--- config.mk ---
export PLATFORM = sky130hd
export DESIGN_NAME = demo_amba
export DESIGN_NICKNAME = d
export VERILOG_FILES = /design/src/hdl/dma_pkg.sv /design/src/hdl/amba_pkg.sv /design/src/hdl/demo_amba.sv /design/src/hdl/ahb_slave_regs.sv /design/src/hdl/ahb_dma_master.sv /design/src/hdl/busreq_sm.sv /design/src/hdl/app_codec.sv /design/src/hdl/word_fifo.sv
export SDC_FILE = /design/constraint.sdc
export NUM_CORES = 2
export LEC_CHECK = 0
export BUFFER_PORTS_ARGS = -buffer_cell sky130_fd_sc_hd__buf_2
export CAP_MARGIN = 10
export CORE_AREA = 2 2 424 426
export DETAILED_ROUTE_END_ITERATION = 6
export DIE_AREA = 0 0 426 428
export PLACE_DENSITY_LB_ADDON = 0.1
export SETUP_SLACK_MARGIN = 0.1
export SLEW_MARGIN = 30
export SYNTH_ARGS = -nofsm -noshare
export SYNTH_HDL_FRONTEND = slang
export SYNTH_SLANG_ARGS = --single-unit
--- constraint.sdc ---
create_clock -name hclk -period 7.3 [get_ports hclk]
set_input_delay 0 -clock hclk [delete_from_list [all_inputs] [get_ports hclk]]
set_output_delay 0 -clock hclk [all_outputs]
set_load 0.01 [all_outputs]
--- src/hdl/dma_pkg.sv ---
package dma_pkg;

	// Register map, byte offsets within the slave
	typedef logic [7:0] reg_addr_t;
	localparam reg_addr_t REG_CTRL  = 8'h00;
	localparam reg_addr_t REG_SRC   = 8'h04;
	localparam reg_addr_t REG_DST   = 8'h08;
	localparam reg_addr_t REG_BLOCK = 8'h0C;
	localparam reg_addr_t REG_LED   = 8'h10;

	// DMA fields
	typedef logic [15:0] block_count_t;
	typedef logic [4:0]  block_size_t;
	typedef logic [7:0]  led_t;

	// Word FIFOs
	localparam int FIFO_DEPTH = 32;
	typedef logic [$clog2(FIFO_DEPTH)-1:0] fifo_ptr_t;
	typedef logic [$clog2(FIFO_DEPTH):0]   fifo_level_t;

	// State machines
	typedef enum logic [1:0] {BR_IDLE, BR_READ, BR_WRITE} busreq_state_t;
	typedef enum logic [1:0] {MS_IDLE, MS_REQ, MS_ADDR, MS_LAST} master_state_t;
	typedef enum logic {CS_IDLE, CS_RUN} codec_state_t;

endpackage

--- src/hdl/amba_pkg.sv ---
package amba_pkg;

	// Bus widths
	typedef logic [31:0] haddr_t;
	typedef logic [31:0] hdata_t;
	typedef logic [1:0]  htrans_t;
	typedef logic [2:0]  hsize_t;
	typedef logic [2:0]  hburst_t;

	// Transfer types
	localparam htrans_t HTRANS_IDLE   = 2'b00;
	localparam htrans_t HTRANS_NONSEQ = 2'b10;
	localparam htrans_t HTRANS_SEQ    = 2'b11;

	// 32-bit transfers only
	localparam hsize_t HSIZE_WORD = 3'b010;

	// Undefined-length incrementing burst
	localparam hburst_t HBURST_INCR = 3'b001;

endpackage
--- src/hdl/demo_amba.sv ---
module demo_amba import amba_pkg::*, dma_pkg::*; (
	input  logic    hclk,
	input  logic    arst_n_i,
	// Register slave port
	input  logic    hsel_i,
	input  haddr_t  haddr_i,
	input  htrans_t htrans_i,
	input  logic    hwrite_i,
	input  hsize_t  hsize_i,
	input  hdata_t  hwdata_i,
	output hdata_t  hrdata_o,
	// DMA master port
	output logic    hbusreq_o,
	input  logic    hgrant_i,
	output haddr_t  haddr_o,
	output htrans_t htrans_o,
	output logic    hwrite_o,
	output hsize_t  hsize_o,
	output hburst_t hburst_o,
	output hdata_t  hwdata_o,
	input  hdata_t  hrdata_i,
	// Shared bus ready
	input  logic    hready_i,
	output led_t    led_o
);

	haddr_t       src_addr;
	haddr_t       dst_addr;
	block_count_t block_count;
	block_size_t  block_size;
	logic         dma_en;
	logic         rd_req;
	logic         wr_req;
	logic         rd_update;
	logic         wr_update;
	logic         req_done;

	// Input FIFO, master to codec
	logic         in_push;
	logic         in_pop;
	hdata_t       in_wdata;
	hdata_t       in_rdata;
	fifo_level_t  in_level;

	// Output FIFO, codec to master
	logic         out_push;
	logic         out_pop;
	hdata_t       out_wdata;
	hdata_t       out_rdata;
	fifo_level_t  out_level;

	ahb_slave_regs i_slave (
		.hclk         (hclk),
		.arst_n_i     (arst_n_i),
		.hsel_i       (hsel_i),
		.haddr_i      (haddr_i),
		.htrans_i     (htrans_i),
		.hwrite_i     (hwrite_i),
		.hsize_i      (hsize_i),
		.hwdata_i     (hwdata_i),
		.hready_i     (hready_i),
		.rd_update_i  (rd_update),
		.wr_update_i  (wr_update),
		.hrdata_o     (hrdata_o),
		.src_addr_o   (src_addr),
		.dst_addr_o   (dst_addr),
		.block_count_o(block_count),
		.block_size_o (block_size),
		.dma_en_o     (dma_en),
		.led_o        (led_o)
	);

	ahb_dma_master i_master (
		.hclk        (hclk),
		.arst_n_i    (arst_n_i),
		.hready_i    (hready_i),
		.hgrant_i    (hgrant_i),
		.hrdata_i    (hrdata_i),
		.rd_req_i    (rd_req),
		.wr_req_i    (wr_req),
		.src_addr_i  (src_addr),
		.dst_addr_i  (dst_addr),
		.block_size_i(block_size),
		.fifo_rdata_i(out_rdata),
		.hbusreq_o   (hbusreq_o),
		.htrans_o    (htrans_o),
		.hwrite_o    (hwrite_o),
		.hsize_o     (hsize_o),
		.hburst_o    (hburst_o),
		.haddr_o     (haddr_o),
		.hwdata_o    (hwdata_o),
		.req_done_o  (req_done),
		.fifo_push_o (in_push),
		.fifo_wdata_o(in_wdata),
		.fifo_pop_o  (out_pop)
	);

	busreq_sm i_busreq (
		.hclk         (hclk),
		.arst_n_i     (arst_n_i),
		.dma_en_i     (dma_en),
		.block_count_i(block_count),
		.block_size_i (block_size),
		.in_level_i   (in_level),
		.out_level_i  (out_level),
		.req_done_i   (req_done),
		.rd_req_o     (rd_req),
		.wr_req_o     (wr_req),
		.rd_update_o  (rd_update),
		.wr_update_o  (wr_update)
	);

	word_fifo in_fifo (
		.hclk    (hclk),
		.arst_n_i(arst_n_i),
		.push_i  (in_push),
		.pop_i   (in_pop),
		.din_i   (in_wdata),
		.dout_o  (in_rdata),
		.full_o  (),
		.empty_o (),
		.level_o (in_level)
	);

	word_fifo out_fifo (
		.hclk    (hclk),
		.arst_n_i(arst_n_i),
		.push_i  (out_push),
		.pop_i   (out_pop),
		.din_i   (out_wdata),
		.dout_o  (out_rdata),
		.full_o  (),
		.empty_o (),
		.level_o (out_level)
	);

	app_codec i_codec (
		.hclk        (hclk),
		.arst_n_i    (arst_n_i),
		.block_size_i(block_size),
		.in_level_i  (in_level),
		.out_level_i (out_level),
		.in_data_i   (in_rdata),
		.pop_o       (in_pop),
		.push_o      (out_push),
		.out_data_o  (out_wdata)
	);

endmodule

--- src/hdl/ahb_slave_regs.sv ---
module ahb_slave_regs import amba_pkg::*, dma_pkg::*; (
	input  logic         hclk,
	input  logic         arst_n_i,
	input  logic         hsel_i,
	input  haddr_t       haddr_i,
	input  htrans_t      htrans_i,
	input  logic         hwrite_i,
	input  hsize_t       hsize_i,
	input  hdata_t       hwdata_i,
	input  logic         hready_i,
	input  logic         rd_update_i,
	input  logic         wr_update_i,
	output hdata_t       hrdata_o,
	output haddr_t       src_addr_o,
	output haddr_t       dst_addr_o,
	output block_count_t block_count_o,
	output block_size_t  block_size_o,
	output logic         dma_en_o,
	output led_t         led_o
);

	reg_addr_t addr_q;
	logic      wr_pend;
	logic      wr_commit;
	haddr_t    block_bytes;

	assign wr_commit   = wr_pend && hready_i;
	assign block_bytes = haddr_t'({block_size_o, 2'b00});

	// Address phase capture
	always_ff @(posedge hclk or negedge arst_n_i) begin
		if (!arst_n_i) begin
			addr_q  <= '0;
			wr_pend <= 1'b0;
		end else if (hready_i) begin
			addr_q  <= haddr_i[7:0];
			wr_pend <= hsel_i && hwrite_i && (hsize_i == HSIZE_WORD) &&
				((htrans_i == HTRANS_NONSEQ) || (htrans_i == HTRANS_SEQ));
		end
	end

	// DMA registers, a bus write wins over a pointer update
	always_ff @(posedge hclk or negedge arst_n_i) begin
		if (!arst_n_i) begin
			src_addr_o    <= '0;
			dst_addr_o    <= '0;
			block_count_o <= '0;
			block_size_o  <= '0;
			dma_en_o      <= 1'b0;
			led_o         <= '0;
		end else begin
			if (rd_update_i)
				src_addr_o <= src_addr_o + block_bytes;
			if (wr_update_i) begin
				dst_addr_o    <= dst_addr_o + block_bytes;
				block_count_o <= block_count_o - 1'b1;
			end
			if (wr_commit) begin
				case (addr_q)
					REG_CTRL:  dma_en_o <= hwdata_i[0];
					REG_SRC:   src_addr_o <= hwdata_i;
					REG_DST:   dst_addr_o <= hwdata_i;
					REG_BLOCK: begin
						block_count_o <= hwdata_i[15:0];
						block_size_o  <= hwdata_i[20:16];
					end
					REG_LED:   led_o <= hwdata_i[7:0];
					default: ;
				endcase
			end
		end
	end

	// Read mux on the captured offset
	always_comb begin
		case (addr_q)
			REG_CTRL:  hrdata_o = {31'b0, dma_en_o};
			REG_SRC:   hrdata_o = src_addr_o;
			REG_DST:   hrdata_o = dst_addr_o;
			REG_BLOCK: hrdata_o = {11'b0, block_size_o, block_count_o};
			REG_LED:   hrdata_o = {24'b0, led_o};
			default:   hrdata_o = '0;
		endcase
	end

	// Sequencer finishes one request at a time
	a_single_update: assert property (@(posedge hclk) disable iff (!arst_n_i)
		!(rd_update_i && wr_update_i));

endmodule

--- src/hdl/ahb_dma_master.sv ---
module ahb_dma_master import amba_pkg::*, dma_pkg::*; (
	input  logic        hclk,
	input  logic        arst_n_i,
	input  logic        hready_i,
	input  logic        hgrant_i,
	input  hdata_t      hrdata_i,
	input  logic        rd_req_i,
	input  logic        wr_req_i,
	input  haddr_t      src_addr_i,
	input  haddr_t      dst_addr_i,
	input  block_size_t block_size_i,
	input  hdata_t      fifo_rdata_i,
	output logic        hbusreq_o,
	output htrans_t     htrans_o,
	output logic        hwrite_o,
	output hsize_t      hsize_o,
	output hburst_t     hburst_o,
	output haddr_t      haddr_o,
	output hdata_t      hwdata_o,
	output logic        req_done_o,
	output logic        fifo_push_o,
	output hdata_t      fifo_wdata_o,
	output logic        fifo_pop_o
);

	master_state_t state;
	block_size_t   addr_left;
	block_size_t   data_left;
	logic          dphase_q;
	logic          data_ack;

	assign hsize_o  = HSIZE_WORD;
	assign hburst_o = HBURST_INCR;

	assign data_ack     = dphase_q && hready_i;
	assign fifo_push_o  = data_ack && !hwrite_o;
	assign fifo_wdata_o = hrdata_i;
	// Next write word leaves the FIFO as its address phase is accepted
	assign fifo_pop_o   = (state == MS_ADDR) && hwrite_o && hready_i;

	always_ff @(posedge hclk) begin
		if (fifo_pop_o)
			hwdata_o <= fifo_rdata_i;
	end

	always_ff @(posedge hclk or negedge arst_n_i) begin
		if (!arst_n_i) begin
			state      <= MS_IDLE;
			hbusreq_o  <= 1'b0;
			htrans_o   <= HTRANS_IDLE;
			hwrite_o   <= 1'b0;
			haddr_o    <= '0;
			addr_left  <= '0;
			data_left  <= '0;
			dphase_q   <= 1'b0;
			req_done_o <= 1'b0;
		end else begin
			req_done_o <= 1'b0;
			// Data phase follows every accepted address phase
			if (hready_i)
				dphase_q <= (htrans_o != HTRANS_IDLE);
			if (data_ack)
				data_left <= data_left - 1'b1;

			case (state)
				MS_IDLE: begin
					// Request is still high in the req_done cycle
					if ((rd_req_i || wr_req_i) && !req_done_o) begin
						state     <= MS_REQ;
						hbusreq_o <= 1'b1;
						hwrite_o  <= wr_req_i;
						haddr_o   <= wr_req_i ? dst_addr_i : src_addr_i;
						addr_left <= block_size_i;
						data_left <= block_size_i;
					end
				end
				MS_REQ: begin
					if (hgrant_i && hready_i) begin
						state     <= MS_ADDR;
						htrans_o  <= HTRANS_NONSEQ;
						addr_left <= addr_left - 1'b1;
					end
				end
				MS_ADDR: begin
					if (hready_i) begin
						if (addr_left == '0) begin
							state     <= MS_LAST;
							htrans_o  <= HTRANS_IDLE;
							hbusreq_o <= 1'b0;
						end else begin
							htrans_o  <= HTRANS_SEQ;
							haddr_o   <= haddr_o + 32'd4;
							addr_left <= addr_left - 1'b1;
						end
					end
				end
				MS_LAST: begin
					if (data_ack && (data_left == block_size_t'(1))) begin
						state      <= MS_IDLE;
						req_done_o <= 1'b1;
					end
				end
				default: state <= MS_IDLE;
			endcase
		end
	end

	// A SEQ beat continues a burst already under way
	a_seq_in_burst: assert property (@(posedge hclk) disable iff (!arst_n_i)
		(htrans_o == HTRANS_SEQ) |->
		($past(htrans_o) == HTRANS_NONSEQ || $past(htrans_o) == HTRANS_SEQ));

endmodule

--- src/hdl/busreq_sm.sv ---
module busreq_sm import dma_pkg::*; (
	input  logic         hclk,
	input  logic         arst_n_i,
	input  logic         dma_en_i,
	input  block_count_t block_count_i,
	input  block_size_t  block_size_i,
	input  fifo_level_t  in_level_i,
	input  fifo_level_t  out_level_i,
	input  logic         req_done_i,
	output logic         rd_req_o,
	output logic         wr_req_o,
	output logic         rd_update_o,
	output logic         wr_update_o
);

	busreq_state_t state;
	block_count_t  inflight;
	fifo_level_t   size_lvl;
	logic          rd_go;
	logic          wr_go;

	assign size_lvl = fifo_level_t'(block_size_i);

	// A whole block waits in the output FIFO
	assign wr_go = (block_size_i != '0) && (out_level_i >= size_lvl);
	// Blocks left beyond those in flight, and room in the input FIFO
	assign rd_go = dma_en_i && (block_size_i != '0) && (block_count_i > inflight) &&
		(in_level_i <= fifo_level_t'(FIFO_DEPTH) - size_lvl);

	assign rd_req_o    = (state == BR_READ);
	assign wr_req_o    = (state == BR_WRITE);
	assign rd_update_o = rd_req_o && req_done_i;
	assign wr_update_o = wr_req_o && req_done_i;

	always_ff @(posedge hclk or negedge arst_n_i) begin
		if (!arst_n_i) begin
			state    <= BR_IDLE;
			inflight <= '0;
		end else begin
			case (state)
				BR_IDLE: begin
					// Drain first
					if (wr_go)
						state <= BR_WRITE;
					else if (rd_go)
						state <= BR_READ;
				end
				BR_READ: begin
					if (req_done_i) begin
						state    <= BR_IDLE;
						inflight <= inflight + 1'b1;
					end
				end
				BR_WRITE: begin
					if (req_done_i) begin
						state    <= BR_IDLE;
						inflight <= inflight - 1'b1;
					end
				end
				default: state <= BR_IDLE;
			endcase
		end
	end

endmodule

--- src/hdl/app_codec.sv ---
module app_codec import amba_pkg::*, dma_pkg::*; (
	input  logic        hclk,
	input  logic        arst_n_i,
	input  block_size_t block_size_i,
	input  fifo_level_t in_level_i,
	input  fifo_level_t out_level_i,
	input  hdata_t      in_data_i,
	output logic        pop_o,
	output logic        push_o,
	output hdata_t      out_data_o
);

	codec_state_t state;
	block_size_t  pop_left;
	fifo_level_t  size_lvl;
	logic         start;

	assign size_lvl = fifo_level_t'(block_size_i);

	// Whole block available and room for all of it downstream
	assign start = (block_size_i != '0) && (in_level_i >= size_lvl) &&
		(out_level_i <= fifo_level_t'(FIFO_DEPTH) - size_lvl);

	assign pop_o = (state == CS_RUN) && (pop_left != '0);

	// Byte reversal, one stage
	always_ff @(posedge hclk) begin
		if (pop_o)
			out_data_o <= {in_data_i[7:0], in_data_i[15:8],
				in_data_i[23:16], in_data_i[31:24]};
	end

	always_ff @(posedge hclk or negedge arst_n_i) begin
		if (!arst_n_i) begin
			state    <= CS_IDLE;
			pop_left <= '0;
			push_o   <= 1'b0;
		end else begin
			push_o <= pop_o;
			case (state)
				CS_IDLE: begin
					if (start) begin
						state    <= CS_RUN;
						pop_left <= block_size_i;
					end
				end
				CS_RUN: begin
					if (pop_o)
						pop_left <= pop_left - 1'b1;
					// All popped, last push goes out this cycle
					else
						state <= CS_IDLE;
				end
				default: state <= CS_IDLE;
			endcase
		end
	end

endmodule

--- src/hdl/word_fifo.sv ---
module word_fifo import amba_pkg::*, dma_pkg::*; (
	input  logic        hclk,
	input  logic        arst_n_i,
	input  logic        push_i,
	input  logic        pop_i,
	input  hdata_t      din_i,
	output hdata_t      dout_o,
	output logic        full_o,
	output logic        empty_o,
	output fifo_level_t level_o
);

	hdata_t    mem [FIFO_DEPTH];
	fifo_ptr_t wr_ptr;
	fifo_ptr_t rd_ptr;

	// First word falls through
	assign dout_o  = mem[rd_ptr];
	assign full_o  = (level_o == fifo_level_t'(FIFO_DEPTH));
	assign empty_o = (level_o == '0);

	always_ff @(posedge hclk) begin
		if (push_i)
			mem[wr_ptr] <= din_i;
	end

	always_ff @(posedge hclk or negedge arst_n_i) begin
		if (!arst_n_i) begin
			wr_ptr  <= '0;
			rd_ptr  <= '0;
			level_o <= '0;
		end else begin
			if (push_i)
				wr_ptr <= wr_ptr + 1'b1;
			if (pop_i)
				rd_ptr <= rd_ptr + 1'b1;
			case ({push_i, pop_i})
				2'b10:   level_o <= level_o + 1'b1;
				2'b01:   level_o <= level_o - 1'b1;
				default: ;
			endcase
		end
	end

	a_no_overflow: assert property (@(posedge hclk) disable iff (!arst_n_i)
		full_o |-> !push_i);
	a_no_underflow: assert property (@(posedge hclk) disable iff (!arst_n_i)
		empty_o |-> !pop_i);

endmodule

==> flow_metrics.tcl <==
set metrics [dict create \
    status "complete, no violations" \
    start_util_pct 52.64 \
    regArea_um2 68710 \
    h-tree-depth 4 \
    skew_ps 30.03 \
    final_common_cell "edfxtp_1" \
    vias 47120 \
    yosys_most_used_dff "edfxtp_1" \
    grt_pass1_vias 47440 \
    ctsResizeCount 0 \
    r2r_slack_ps 3550 \
    cts_tree "yes" \
    hold_path_class "in -> reg" \
    fmax_mhz 263.8 \
    area_growth_syn_to_layout_pct 14.20 \
    crit_type "reg -> out" \
    avgSynthCellArea_um2 20.28 \
    crit_path_end_kind "primary output" \
    rows 155 \
    dp_hpwl_um 122500 \
    die_w_um 426 \
    fin_crit_sh_pct 51.93 \
    placed_area_um2 97870 \
    worstPathArrival_ps 3790 \
    drive_above_1_share_pct 28.28 \
    insertion_delay_ps 860 \
    cts_root_buf "clkbuf_16" \
    critPathMaxFanout 21 \
    n_fill_cell 12730 \
    cp-start-kind "flop" \
    setup_viol 0 \
    routedWlPerCell_um 29.66 \
    min_period_ps 3791 \
    clockBufferDepth 3 \
    core_area_um2 177600 \
    ys_ff_latch 2322 \
    power_leakage_nw 33.99 \
    ys_warn_count 0 \
    power_density_nw_per_um2 292.4 \
    fin_area_um2 106800 \
    drt_iter0_markers 4790 \
    drc 0 \
    drt-pass1-iter-count 5 \
    nNetsFinal 5262 \
    grt_max_degree 166 \
    track_usage_pct 24.96 \
    worstPathRequired_ps 7300 \
    grt-ovfl-total 0 \
    routed_wl_um 225400 \
    async_reset_ff_share_pct 9.044 \
    synth-edff-count 2112 \
    tightest_slew_ps 993.6 \
    crit_path_start "i_slave.addr_q[2]" \
    slew_violations 0 \
    grt_pass1_wl_um 330000 \
    io_pins 221 \
    cts_buffers 229 \
    hold_violations 0 \
    reg2reg_to "in_fifo.mem[3][28]" \
    multi_input_area_um2 24080 \
    ys_types 74 \
    syn_area_um2 93510 \
    crit_end "hrdata_o[0]" \
    r2r-start "i_master.dphase_q" \
    syn_inst 4611 \
    portBuffers 189 \
    gp_congestion 0.8507 \
    die-area_um2 182300 \
    layout_common_cells "2112 x edfxtp_1, 640 x mux4_2, 232 x clkbuf_16" \
    synth_seq_area_share_pct 73.44 \
    rsz0062_at_grt "false" \
    ant_nets 0 \
    peakVddDrop_mv 0.2801 \
    via_per_inst 6.200 \
    maxCapViolCount 0 \
    worstRegToRegCells 5 \
    cts.clk_slew.worst_paths_ps 60 \
    fp.dieH_um 428 \
    clkSinkCount 2322 \
    max_slew_margin_pct 33.76 \
    grt_antenna_before_repair 12 \
    tns_ps 0 \
]
metrics by stage:
stage          hold slack (ps)  total power [mW]  std cells  setup slack (ps)  util (%)
5_1_grt                  23.41             32.37       7600              3378     60.12
3_3_place_gp            -48.14             19.89       7025              3166     55.07
4_1_cts                0.01477             31.51       7576              3255     59.92
3_5_place_dp            -46.25             19.96       7026              3517     55.09
2_1_floorplan           -295.6             18.60       4615              3373         -
6_report                 42.91             31.23       7600              3509     60.12
metal layers:
layer	up-vias	share of wire, %	track usage [%]	wire length [um]
met5	-	0.0031	0	7
li1	19960	-	-	-
met4	2	1.9	5.625	4225
met1	25390	42	35.89	95480
met2	1471	50	41.15	113800
met3	302	5.3	3.383	11870
worst max-delay path, cell delays in order, from the launching register on:
cell and delay, ps:
dfrtp_1 810, nor2b_2 640, and4_2 760, a32oi_1 350, nand3_1 220, buf_2 150
synthesized netlist by cell type, types with 41 or more instances:
library cell / number / area (um^2)
buf_2: 51 / 255.2
mux2_2: 107 / 1205
mux4_2: 640 / 14410
ha_1: 98 / 1226
dfrtp_1: 210 / 5255
inv_1: 76 / 285.3
edfxtp_1: 2112 / 63420
nand4_1: 41 / 256.5
o21ai_0: 119 / 595.6
nand3_1: 52 / 260.3
nor2_1: 172 / 645.6
clkbuf_1: 162 / 608.1
a21oi_1: 78 / 390.4
xnor2_1: 61 / 534.3
mux2i_1: 43 / 430.4
nand2_1: 178 / 668.1
final cells by class:
cell class	instances	area share [%]
Inverter	77	0.2706
Antenna cell	1	0.002343
Multi-Input combinational cell	1979	22.55
Tap cell	2355	2.759
Timing Repair Buffer	443	3.249
Clock buffer	298	5.734
Clock inverter	125	1.094
Sequential cell	2322	64.34
flip-flops by register name, indices dropped and copies added, names as in the netlist, 6 cells and up:
name / cells
in_fifo.mem: 1024
out_fifo.level_o: 6
i_busreq.inflight: 16
i_slave.addr_q: 8
i_slave.led_o: 8
out_fifo.mem: 1024
i_codec.out_data_o: 32
i_slave.dst_addr_o: 32
i_slave.src_addr_o: 32
i_master.hwdata_o: 32
i_master.haddr_o: 32
i_slave.block_count_o: 16
in_fifo.level_o: 6
power by group:
group | internal, mW | switching (mW)
sequential | 15.0 | 0.360
combinational | 2.00 | 2.32
clock | 6.59 | 4.94
total | 23.6 | 7.62
how the worst min path moves through the flow:
stage	from	end	slack (ps)	cells past startpoint
6_report	hwdata_i[12]	i_slave.block_count_o[12]	40	4
5_1_grt	hwdata_i[12]	i_slave.block_count_o[12]	20	4
4_1_cts	hwdata_i[12]	i_slave.block_count_o[12]	0.01	4
3_5_place_dp	arst_n_i	in_fifo.wr_ptr[1]	-50	1
3_3_place_gp	arst_n_i	in_fifo.wr_ptr[0]	-50	1
2_1_floorplan	arst_n_i	i_busreq.inflight[0]	-300	0
logic make-up after synthesis:
logic type	after synthesis	share of synthesized area [%]
flip-flops	2322	73.44
multiplexers	790	17.16
AND/OR/NAND/NOR	618	3.209
AO/OA/AOI/OAI	369	2.537
buffers and inverters	314	1.353
adder cells (fa/ha/maj)	103	1.418
XOR/XNOR	93	0.8711
other	2	0.008031
timing repair:
item | CTS | global route
hold buffers | 127 | 0
buffers inserted | 0 | 0
hold endpoints to repair | 1358 | 0
(Power assumes the default switching activity.)
